--- config.mk ---
export PLATFORM = sky130hd
export DESIGN_NAME = sump_ctrl
export DESIGN_NICKNAME = d
export VERILOG_FILES = /design/src/hw/sump_pkg.sv /design/src/hw/sump_capture.sv /design/src/hw/sump_cfg_regs.sv /design/src/hw/sump_cmd_fsm.sv /design/src/hw/sump_ctrl.sv /design/src/hw/sump_indec.sv /design/src/hw/sump_rate_timer.sv
export SDC_FILE = /design/constraint.sdc
export NUM_CORES = 1
export LEC_CHECK = 0
export ABC_CLOCK_PERIOD_IN_PS = 2950
export CAP_MARGIN = 20
export CORE_AREA = 2 2 168 170
export CTS_CLUSTER_SIZE = 30
export DETAILED_ROUTE_END_ITERATION = 7
export DIE_AREA = 0 0 170 172
export DONT_BUFFER_PORTS = 1
export PLACE_DENSITY_LB_ADDON = 0.05
export SLEW_MARGIN = 10
export SYNTH_ARGS = -nofsm -noshare
export SYNTH_HDL_FRONTEND = slang
export SYNTH_SLANG_ARGS = --single-unit
--- constraint.sdc ---
create_clock -name clk_i -period 2.95 [get_ports clk_i]
set_input_delay 0.295 -clock clk_i [delete_from_list [all_inputs] [get_ports clk_i]]
set_output_delay 0.295 -clock clk_i [all_outputs]
set_load 0.05 [all_outputs]
--- src/hw/sump_pkg.sv ---
package sump_pkg;

  localparam int SMP_W   = 32;  // probe and sample width
  localparam int PARAM_W = 32;  // long command parameter
  localparam int DIV_W   = 24;  // divider field of SET_DIV
  localparam int CNT_W   = 16;  // read count field of SET_RD_DLY_CNT

  localparam logic [SMP_W-1:0] ID_WORD = 32'h534C_4131;  // "1ALS"
  localparam logic [DIV_W-1:0] DEF_DIV = '0;             // one tick per cycle
  localparam logic [CNT_W-1:0] DEF_CNT = 16'd3;          // four samples

  // stage select bits of the trigger commands
  localparam logic [7:0] STG_BITS = 8'h0C;

  typedef enum logic [7:0] {
    // short commands
    SOFT_RESET     = 8'h00,
    RUN            = 8'h01,
    ID             = 8'h02,
    XON            = 8'h11,
    XOFF           = 8'h13,
    // long commands with the trigger group in stage 0 encoding
    SET_TRG_MSK    = 8'hC0,
    SET_TRG_VAL    = 8'hC1,
    SET_TRG_CONF   = 8'hC2,
    SET_DIV        = 8'h80,
    SET_RD_DLY_CNT = 8'h81,
    SET_FLAGS      = 8'h82
  } opcode_t;

endpackage

--- src/hw/sump_capture.sv ---
`timescale 1ns/1ps
module sump_capture (
  input  logic                       clk_i,
  input  logic                       rst_i,
  input  logic                       sft_rst_i,
  input  logic                       arm_i,
  input  logic                       id_i,
  input  logic                       xon_i,
  input  logic                       xoff_i,
  input  logic                       tick_i,
  input  logic [sump_pkg::SMP_W-1:0] probe_i,
  input  logic [sump_pkg::SMP_W-1:0] trg_mask_i,
  input  logic [sump_pkg::SMP_W-1:0] trg_val_i,
  input  logic [sump_pkg::CNT_W-1:0] cnt_i,
  output logic                       run_o,
  output logic                       armed_o,
  output logic                       trig_o,
  output logic [sump_pkg::SMP_W-1:0] dat_o,
  output logic                       vld_o
);

  logic                       armed_q;
  logic                       trig_q;
  logic                       paused_q;   // XOFF received
  logic                       id_pend_q;  // ID waiting for a free slot
  logic [sump_pkg::CNT_W-1:0] rem_q;      // samples still to send
  logic                       take;
  logic                       match;
  logic                       hit;
  logic                       emit_id;

  assign run_o   = armed_q & ~paused_q;
  assign armed_o = armed_q;
  assign trig_o  = trig_q;

  // a tick racing a pause, rearm or soft reset is dropped
  assign take    = tick_i & run_o & ~xoff_i & ~arm_i & ~sft_rst_i;
  assign match   = ((probe_i ^ trg_val_i) & trg_mask_i) == '0;
  assign hit     = take & (trig_q | match);
  assign emit_id = (id_pend_q | id_i) & ~paused_q & ~xoff_i & ~hit;

  always_ff @(posedge clk_i) begin : ctrl
    if (rst_i || sft_rst_i) begin
      armed_q   <= 1'b0;
      trig_q    <= 1'b0;
      paused_q  <= 1'b0;
      id_pend_q <= 1'b0;
      rem_q     <= '0;
      vld_o     <= 1'b0;
    end else begin
      vld_o <= hit | emit_id;
      if (xoff_i) begin
        paused_q <= 1'b1;
      end else if (xon_i) begin
        paused_q <= 1'b0;
      end
      if (emit_id) begin
        id_pend_q <= 1'b0;
      end else if (id_i) begin
        id_pend_q <= 1'b1;  // held until the stream is free
      end
      if (arm_i) begin
        armed_q <= 1'b1;
        trig_q  <= 1'b0;
      end else if (hit) begin
        if (!trig_q) begin  // trigger sample is the first one out
          trig_q <= 1'b1;
          rem_q  <= cnt_i;
          if (cnt_i == '0) armed_q <= 1'b0;
        end else begin
          rem_q <= rem_q - 1'b1;
          if (rem_q == 1) armed_q <= 1'b0;  // last sample
        end
      end
    end
  end

  always_ff @(posedge clk_i) begin : data
    if (hit) begin
      dat_o <= probe_i;
    end else if (emit_id) begin
      dat_o <= sump_pkg::ID_WORD;
    end
  end

  a_no_vld_paused : assert property (
    @(posedge clk_i) disable iff (rst_i)
    paused_q |-> !vld_o
  );

endmodule

--- src/hw/sump_cfg_regs.sv ---
`timescale 1ns/1ps
module sump_cfg_regs (
  input  logic                         clk_i,
  input  logic                         rst_i,
  input  logic                         sft_rst_i,
  input  logic                         set_mask_i,
  input  logic                         set_val_i,
  input  logic                         set_div_i,
  input  logic                         set_cnt_i,
  input  logic [1:0]                   stg_i,
  input  logic [sump_pkg::PARAM_W-1:0] param_i,
  output logic [sump_pkg::SMP_W-1:0]   trg_mask_o,
  output logic [sump_pkg::SMP_W-1:0]   trg_val_o,
  output logic [sump_pkg::DIV_W-1:0]   div_o,
  output logic [sump_pkg::CNT_W-1:0]   cnt_o
);

  logic stg0;  // only stage 0 is implemented

  assign stg0 = (stg_i == 2'd0);

  always_ff @(posedge clk_i) begin : regs
    if (rst_i || sft_rst_i) begin
      trg_mask_o <= '0;  // zero mask triggers on first tick
      trg_val_o  <= '0;
      div_o      <= sump_pkg::DEF_DIV;
      cnt_o      <= sump_pkg::DEF_CNT;
    end else begin
      if (set_mask_i && stg0) begin
        trg_mask_o <= param_i[sump_pkg::SMP_W-1:0];
      end
      if (set_val_i && stg0) begin
        trg_val_o <= param_i[sump_pkg::SMP_W-1:0];
      end
      if (set_div_i) begin
        div_o <= param_i[sump_pkg::DIV_W-1:0];  // low 24 bits
      end
      if (set_cnt_i) begin
        cnt_o <= param_i[sump_pkg::CNT_W-1:0];  // read count only, no delay half
      end
    end
  end

endmodule

--- src/hw/sump_cmd_fsm.sv ---
`timescale 1ns/1ps
module sump_cmd_fsm (
  input  logic                         clk_i,
  input  logic                         rst_i,
  input  logic [7:0]                   byte_i,
  input  logic                         byte_stb_i,
  output logic                         cmd_stb_o,
  output sump_pkg::opcode_t            cmd_opc_o,
  output logic [sump_pkg::PARAM_W-1:0] cmd_param_o
);

  typedef enum logic {
    S_IDLE,   // waiting for an opcode
    S_PARAM   // collecting parameter bytes 0..3
  } state_t;

  state_t     state_q;
  logic [1:0] idx_q;  // parameter byte index

  always_ff @(posedge clk_i) begin : fsm
    if (rst_i) begin
      state_q   <= S_IDLE;
      idx_q     <= 2'd0;
      cmd_stb_o <= 1'b0;
    end else begin
      cmd_stb_o <= 1'b0;  // single cycle strobe
      if (byte_stb_i) begin
        case (state_q)
          S_IDLE: begin
            if (byte_i[7]) begin  // long command follows
              state_q <= S_PARAM;
              idx_q   <= 2'd0;
            end else begin
              cmd_stb_o <= 1'b1;  // short command complete
            end
          end
          S_PARAM: begin
            idx_q <= idx_q + 2'd1;
            if (idx_q == 2'd3) begin
              state_q   <= S_IDLE;
              cmd_stb_o <= 1'b1;
            end
          end
          default: state_q <= S_IDLE;
        endcase
      end
    end
  end

  // parameter bytes shift in from the top so the first one ends at the bottom
  always_ff @(posedge clk_i) begin : gather
    if (byte_stb_i) begin
      if (state_q == S_IDLE) begin
        cmd_opc_o <= sump_pkg::opcode_t'(byte_i);
      end else begin
        cmd_param_o <= {byte_i, cmd_param_o[sump_pkg::PARAM_W-1:8]};
      end
    end
  end

  // a command always needs at least one more byte strobe before the next one
  a_stb_single : assert property (
    @(posedge clk_i) disable iff (rst_i)
    cmd_stb_o |=> !cmd_stb_o
  );

endmodule

--- src/hw/sump_ctrl.sv ---
`timescale 1ns/1ps
module sump_ctrl (
  input  logic                       clk_i,
  input  logic                       rst_i,
  input  logic [7:0]                 byte_i,
  input  logic                       byte_stb_i,
  input  logic [sump_pkg::SMP_W-1:0] probe_i,
  output logic [sump_pkg::SMP_W-1:0] dat_o,
  output logic                       vld_o,
  output logic                       armed_o,
  output logic                       trig_o
);

  logic                         cmd_stb;
  sump_pkg::opcode_t            cmd_opc;
  logic [sump_pkg::PARAM_W-1:0] cmd_param;

  logic       sft_rst, arm, id, xon, xoff;
  logic       set_mask, set_val, set_div, set_cnt;
  logic [1:0] stg;

  logic [sump_pkg::SMP_W-1:0] trg_mask;
  logic [sump_pkg::SMP_W-1:0] trg_val;
  logic [sump_pkg::DIV_W-1:0] div;
  logic [sump_pkg::CNT_W-1:0] cnt;
  logic                       run;
  logic                       tick;

  sump_cmd_fsm sump_cmd_fsm_i (
    .clk_i       (clk_i),
    .rst_i       (rst_i),
    .byte_i      (byte_i),
    .byte_stb_i  (byte_stb_i),
    .cmd_stb_o   (cmd_stb),
    .cmd_opc_o   (cmd_opc),
    .cmd_param_o (cmd_param)
  );

  sump_indec sump_indec_i (
    .clk_i      (clk_i),
    .stb_i      (cmd_stb),
    .opc_i      (cmd_opc),
    .sft_rst_o  (sft_rst),
    .arm_o      (arm),
    .id_o       (id),
    .xon_o      (xon),
    .xoff_o     (xoff),
    .set_mask_o (set_mask),
    .set_val_o  (set_val),
    .set_cfg_o  (),          // trigger config not implemented
    .set_div_o  (set_div),
    .set_cnt_o  (set_cnt),
    .set_flgs_o (),          // flags have no effect
    .stg_o      (stg)
  );

  sump_cfg_regs sump_cfg_regs_i (
    .clk_i      (clk_i),
    .rst_i      (rst_i),
    .sft_rst_i  (sft_rst),
    .set_mask_i (set_mask),
    .set_val_i  (set_val),
    .set_div_i  (set_div),
    .set_cnt_i  (set_cnt),
    .stg_i      (stg),
    .param_i    (cmd_param),
    .trg_mask_o (trg_mask),
    .trg_val_o  (trg_val),
    .div_o      (div),
    .cnt_o      (cnt)
  );

  sump_rate_timer sump_rate_timer_i (
    .clk_i  (clk_i),
    .rst_i  (rst_i),
    .run_i  (run),
    .div_i  (div),
    .tick_o (tick)
  );

  sump_capture sump_capture_i (
    .clk_i      (clk_i),
    .rst_i      (rst_i),
    .sft_rst_i  (sft_rst),
    .arm_i      (arm),
    .id_i       (id),
    .xon_i      (xon),
    .xoff_i     (xoff),
    .tick_i     (tick),
    .probe_i    (probe_i),
    .trg_mask_i (trg_mask),
    .trg_val_i  (trg_val),
    .cnt_i      (cnt),
    .run_o      (run),
    .armed_o    (armed_o),
    .trig_o     (trig_o),
    .dat_o      (dat_o),
    .vld_o      (vld_o)
  );

endmodule

--- src/hw/sump_indec.sv ---
`timescale 1ns/1ps
module sump_indec (
  input  logic              clk_i,
  input  logic              stb_i,       // command valid
  input  sump_pkg::opcode_t opc_i,
  output logic              sft_rst_o,
  output logic              arm_o,       // RUN
  output logic              id_o,
  output logic              xon_o,
  output logic              xoff_o,
  output logic              set_mask_o,
  output logic              set_val_o,
  output logic              set_cfg_o,
  output logic              set_div_o,
  output logic              set_cnt_o,
  output logic              set_flgs_o,
  output logic [1:0]        stg_o        // trigger stage
);

  logic [7:0] opc_raw;
  logic [7:0] opc_key;  // opcode with stage bits cleared for trigger group

  assign opc_raw = opc_i;
  assign opc_key = (opc_raw[7:6] == 2'b11) ? (opc_raw & ~sump_pkg::STG_BITS) : opc_raw;
  assign stg_o   = stb_i ? opc_raw[3:2] : 2'b00;

  always_comb begin : decode
    sft_rst_o  = 1'b0;
    arm_o      = 1'b0;
    id_o       = 1'b0;
    xon_o      = 1'b0;
    xoff_o     = 1'b0;
    set_mask_o = 1'b0;
    set_val_o  = 1'b0;
    set_cfg_o  = 1'b0;
    set_div_o  = 1'b0;
    set_cnt_o  = 1'b0;
    set_flgs_o = 1'b0;
    if (stb_i) begin
      case (opc_key)
        sump_pkg::SOFT_RESET:     sft_rst_o  = 1'b1;
        sump_pkg::RUN:            arm_o      = 1'b1;
        sump_pkg::ID:             id_o       = 1'b1;
        sump_pkg::XON:            xon_o      = 1'b1;
        sump_pkg::XOFF:           xoff_o     = 1'b1;
        sump_pkg::SET_TRG_MSK:    set_mask_o = 1'b1;
        sump_pkg::SET_TRG_VAL:    set_val_o  = 1'b1;
        sump_pkg::SET_TRG_CONF:   set_cfg_o  = 1'b1;
        sump_pkg::SET_DIV:        set_div_o  = 1'b1;
        sump_pkg::SET_RD_DLY_CNT: set_cnt_o  = 1'b1;
        sump_pkg::SET_FLAGS:      set_flgs_o = 1'b1;
        default: ;  // unknown opcodes are dropped
      endcase
    end
  end

  a_cmd_onehot : assert property (
    @(posedge clk_i)
    $onehot0({sft_rst_o, arm_o, id_o, xon_o, xoff_o, set_mask_o,
              set_val_o, set_cfg_o, set_div_o, set_cnt_o, set_flgs_o})
  );

endmodule

--- src/hw/sump_rate_timer.sv ---
`timescale 1ns/1ps
module sump_rate_timer (
  input  logic                       clk_i,
  input  logic                       rst_i,
  input  logic                       run_i,
  input  logic [sump_pkg::DIV_W-1:0] div_i,
  output logic                       tick_o
);

  logic [sump_pkg::DIV_W-1:0] cnt_q;  // cycles left until next tick

  // one tick every div_i+1 cycles while running
  always_ff @(posedge clk_i) begin : count
    if (rst_i) begin
      cnt_q  <= '0;
      tick_o <= 1'b0;
    end else if (!run_i) begin
      cnt_q  <= div_i;  // restart from a full interval
      tick_o <= 1'b0;
    end else if (cnt_q == '0) begin
      cnt_q  <= div_i;
      tick_o <= 1'b1;
    end else begin
      cnt_q  <= cnt_q - 1'b1;
      tick_o <= 1'b0;
    end
  end

endmodule

==> impl_metrics.py <==
metrics = {
    "status": {
        "status": "finished, final reports clean",
    },
    "detailed_routing": {
        "drcViolationCount": 0,
        "num_vias": 6967,
        "drt_pass1_iterations": 5,
        "drt_iter0_drc": 457,
        "avgViaCountPerCell": 5.22,
        "wire_per_inst_um": 20.2,
        "finalWirelength_um": 27000,
        "ant_nets": 0,
    },
    "finish": {
        "nets": 1016,
        "fill_cells": 2658,
        "diodes": 0,
        "fin_area_um2": 11200,
        "drive_gt1_share_pct": 9.71,
        "syn_to_final_growth_pct": 18.3,
    },
    "logic_synthesis": {
        "netlist_area_um2": 9500,
        "synth_edf_count": 72,
        "ys_async_sr_fraction_pct": 0,
        "synth_nets": 979,
        "synth.avg_cell_area_um2": 10.2,
        "synth.area.top_cells": "dfxtp_1 (32%), edfxtp_1 (23%), mux2i_1 (6.2%), nand2_1 (4.7%), nor2_1 (4.1%)",
        "seq_area_frac_synth_pct": 55.2,
        "yosysTopAreaCell": "dfxtp_1",
        "yosys_most_used_dff": "dfxtp_1",
        "yosys_warnings": 0,
        "syn_inst": 931,
        "synth_top_area_share_pct": 32.4,
        "ys_seq_elements": 226,
        "synth_cell_types": 60,
    },
    "floorplanning": {
        "coreArea_um2": 27500,
        "die_x_um": 170,
        "die_h_um": 172,
        "die-area_um2": 29200,
        "num_io_pins": 78,
        "initial_utilization_pct": 34.6,
        "fp-row-count": 61,
    },
    "clock_tree": {
        "clock-sinks": 226,
        "htree_num_levels": 1,
        "tritoncts": "built",
        "cts_root_buf": "clkbuf_16",
        "cts_made_buffers": 27,
        "worst_skew_pair.late_latency_ps": 530,
        "clk_path_buf_depth": 3,
        "clkTransAtPathRegs_ps": 60,
    },
    "power": {
        "clockPowerShare_pct": 48.0,
        "finalPower_w": 0.00656,
        "swShare_pct": 22.0,
        "leakage_nw": 4.23,
        "power_frac_comb_pct": 2.4,
        "p_switching_w": 0.00144,
        "p_per_area_nw_per_um2": 584,
        "peakVddDrop_mv": 0.440,
        "p_seq_share_pct": 49.6,
        "intPower_w": 0.00512,
    },
    "sta": {
        "clock_skew_ps": 9.63,
        "final_hold_viol_count": 0,
        "fin_crit_sh_pct": 84.8,
        "worstMarginPinSlew_ps": 726,
        "fin_tns_setup_ps": 0,
        "fmax_mhz": 400,
        "setup_ws_ps": 449,
        "maxSlewViolCount": 0,
        "period_minus_slack_ps": 2500,
        "rsz0062_at_grt": "no",
        "slew_headroom_pct": 51.6,
        "setup_violations": 0,
    },
    "worst_setup_path": {
        "cp-endpoint": "sump_capture_i.dat_o[1]$_SDFFCE_PN0P_",
        "cp-start-kind": "flop",
        "rr_worst_depth": 7,
        "critical_path_arrival_ps": 2720,
        "reg2reg_from": "sump_cfg_regs_i.trg_val_o[26]$_SDFFE_PP0P_",
        "cp_data_required_time_ps": 3170,
        "r2r_slack_ps": 450,
        "crit_path_max_fanout": 32,
        "r2r_end": "sump_capture_i.dat_o[1]$_SDFFCE_PN0P_",
        "critical_path_class": "reg2reg",
        "crit_path_start": "sump_cfg_regs_i.trg_val_o[26]$_SDFFE_PP0P_",
        "worstSetupEndpointType": "flop",
    },
    "global_routing": {
        "grt_pass1_wl_um": 41100,
        "grt_usage_pct": 18.4,
        "overflow": 0,
        "antenna_found_initial": 1,
        "grt_pass1_vias": 6896,
        "grt_max_degree": 38,
    },
    "placed_design": {
        "dp_slack_ps": 473,
        "gp_congestion": 0.763,
        "port_buffers": 0,
        "dp_hpwl_um": 18500,
        "dpl_cell_area_um2": 9960,
    },
    "job": {
        "maxCapViolCount": 0,
    },
    "hold_path": {
        "hold_class": "in2reg",
    },
}
## layout make-up
cell class                 count  area [um2]  area share (%)
timing repair buffer          67         671            5.97
clock inverter                16         116            1.04
sequential                   226        5250            46.7
tap                          346         433            3.85
inverter                       8        30.0           0.267
clock buffer                  34         722            6.42
multi-input combinational    638        4020            35.8
## state kept, by name, summed over array words and instances, names as in the netlist, 2 cells and up
signal / flops
sump_capture_i.dat_o: 32
sump_cfg_regs_i.trg_mask_o: 32
sump_cfg_regs_i.trg_val_o: 32
sump_cmd_fsm_i.cmd_param_o: 32
sump_cfg_regs_i.div_o: 24
sump_rate_timer_i.cnt_q: 24
sump_capture_i.rem_q: 16
sump_cfg_regs_i.cnt_o: 16
sump_cmd_fsm_i.cmd_opc_o: 8
sump_cmd_fsm_i.idx_q: 2
## synth_stat cells (all sizes together) (8+ instances only)
library cell and count:
a211oi 25, a21oi 59, a22oi 18, a31oi 13, a32oi 8, and3 25
buf 18, clkbuf 41, dfxtp 154, edfxtp 72, inv 8, mux2i 59
nand2 120, nand2b 15, nand3 10, nand4 11, nor2 105, nor3 17
nor4 12, o21ai 11, or3b 8, xnor2 12, xor2 41
## cell usage in the layout (no fill, tap or decap), drive strengths merged, types with 12 or more instances in the layout
master       count
dfxtp          154
nand2          120
nor2           105
edfxtp          72
mux2i           59
a21oi           59
dlygate4sd3     42
xor2            41
clkbuf          34
and3            25
a211oi          25
buf             25
a22oi           18
nor3            17
nand2b          15
a31oi           13
xnor2           12
nor4            12
## kinds of logic (layout without fill, tap and decap cells)
group,count (synthesis),after routing,share of synthesized area [%]
DFF,226,226,55.2
adders and majority gates,5,5,0.658
muxes,62,62,6.57
AOI/OAI and AO/OA,163,163,11.4
buffers and inverters,67,125,2.92
and+or+nand+nor,355,355,18.3
xor gates and xnor gates,53,53,4.88
## through the flow
step	utilization, %	hold WS [ps]	instances
2_1_floorplan	-	394	931
3_3_place_gp	36.3	366	1242
3_5_place_dp	36.3	369	1242
4_1_cts	40.9	3.57	1335
5_1_grt	40.9	27.9	1335
6_report	40.9	34.5	1335
## power by group through the flow
stage               combinational (W)  sequential (W)  clock [W]
floorplan                   0.0000742         0.00330          0
finish                       0.000158         0.00326    0.00315
global placement            0.0000962         0.00332          0
detailed placement          0.0000981         0.00332          0
CTS                          0.000158         0.00326    0.00322
global route                 0.000170         0.00326    0.00334
## how the worst min path moves through the flow
stage	from	to	cells after the start
2_1_floorplan	byte_i[0]	sump_cmd_fsm_i.cmd_opc_o[0]$_DFFE_PP_	0
3_3_place_gp	rst_i	sump_rate_timer_i.cnt_q[19]$_SDFF_PP0_	1
3_5_place_dp	rst_i	sump_rate_timer_i.cnt_q[19]$_SDFF_PP0_	1
4_1_cts	rst_i	sump_cfg_regs_i.cnt_o[0]$_SDFFE_PP1P_	3
5_1_grt	rst_i	sump_cfg_regs_i.cnt_o[0]$_SDFFE_PP1P_	3
6_report	byte_i[7]	sump_cmd_fsm_i.cmd_stb_o$_SDFF_PP0_	3
## routing by layer
| layer | up-vias | GRT usage (%) | wire length [um] |
|---|---|---|---|
| met5 | - | 0 | 0 |
| met4 | 0 | 4.35 | 593 |
| met3 | 35 | 3.02 | 1270 |
| met2 | 144 | 30.5 | 12500 |
| met1 | 3389 | 25.4 | 12600 |
| li1 | 3399 | - | - |
## worst max-delay path, stage by stage, from the launching register on
cell     delay [ps]
dfxtp_1         310
xor2_1          160
a22oi_1         360
nand4_1         260
o41ai_4         520
nand2_1         200
nand2_2         120
buf_12          220
## what timing repair did
action | CTS | global route
hold buffers | 43 | 0
endpoints found under the hold margin | 78 | 0
gates resized for setup | 0 | 0
buffers inserted | 0 | 0
Note: power is estimated with default switching activity, not from simulation.
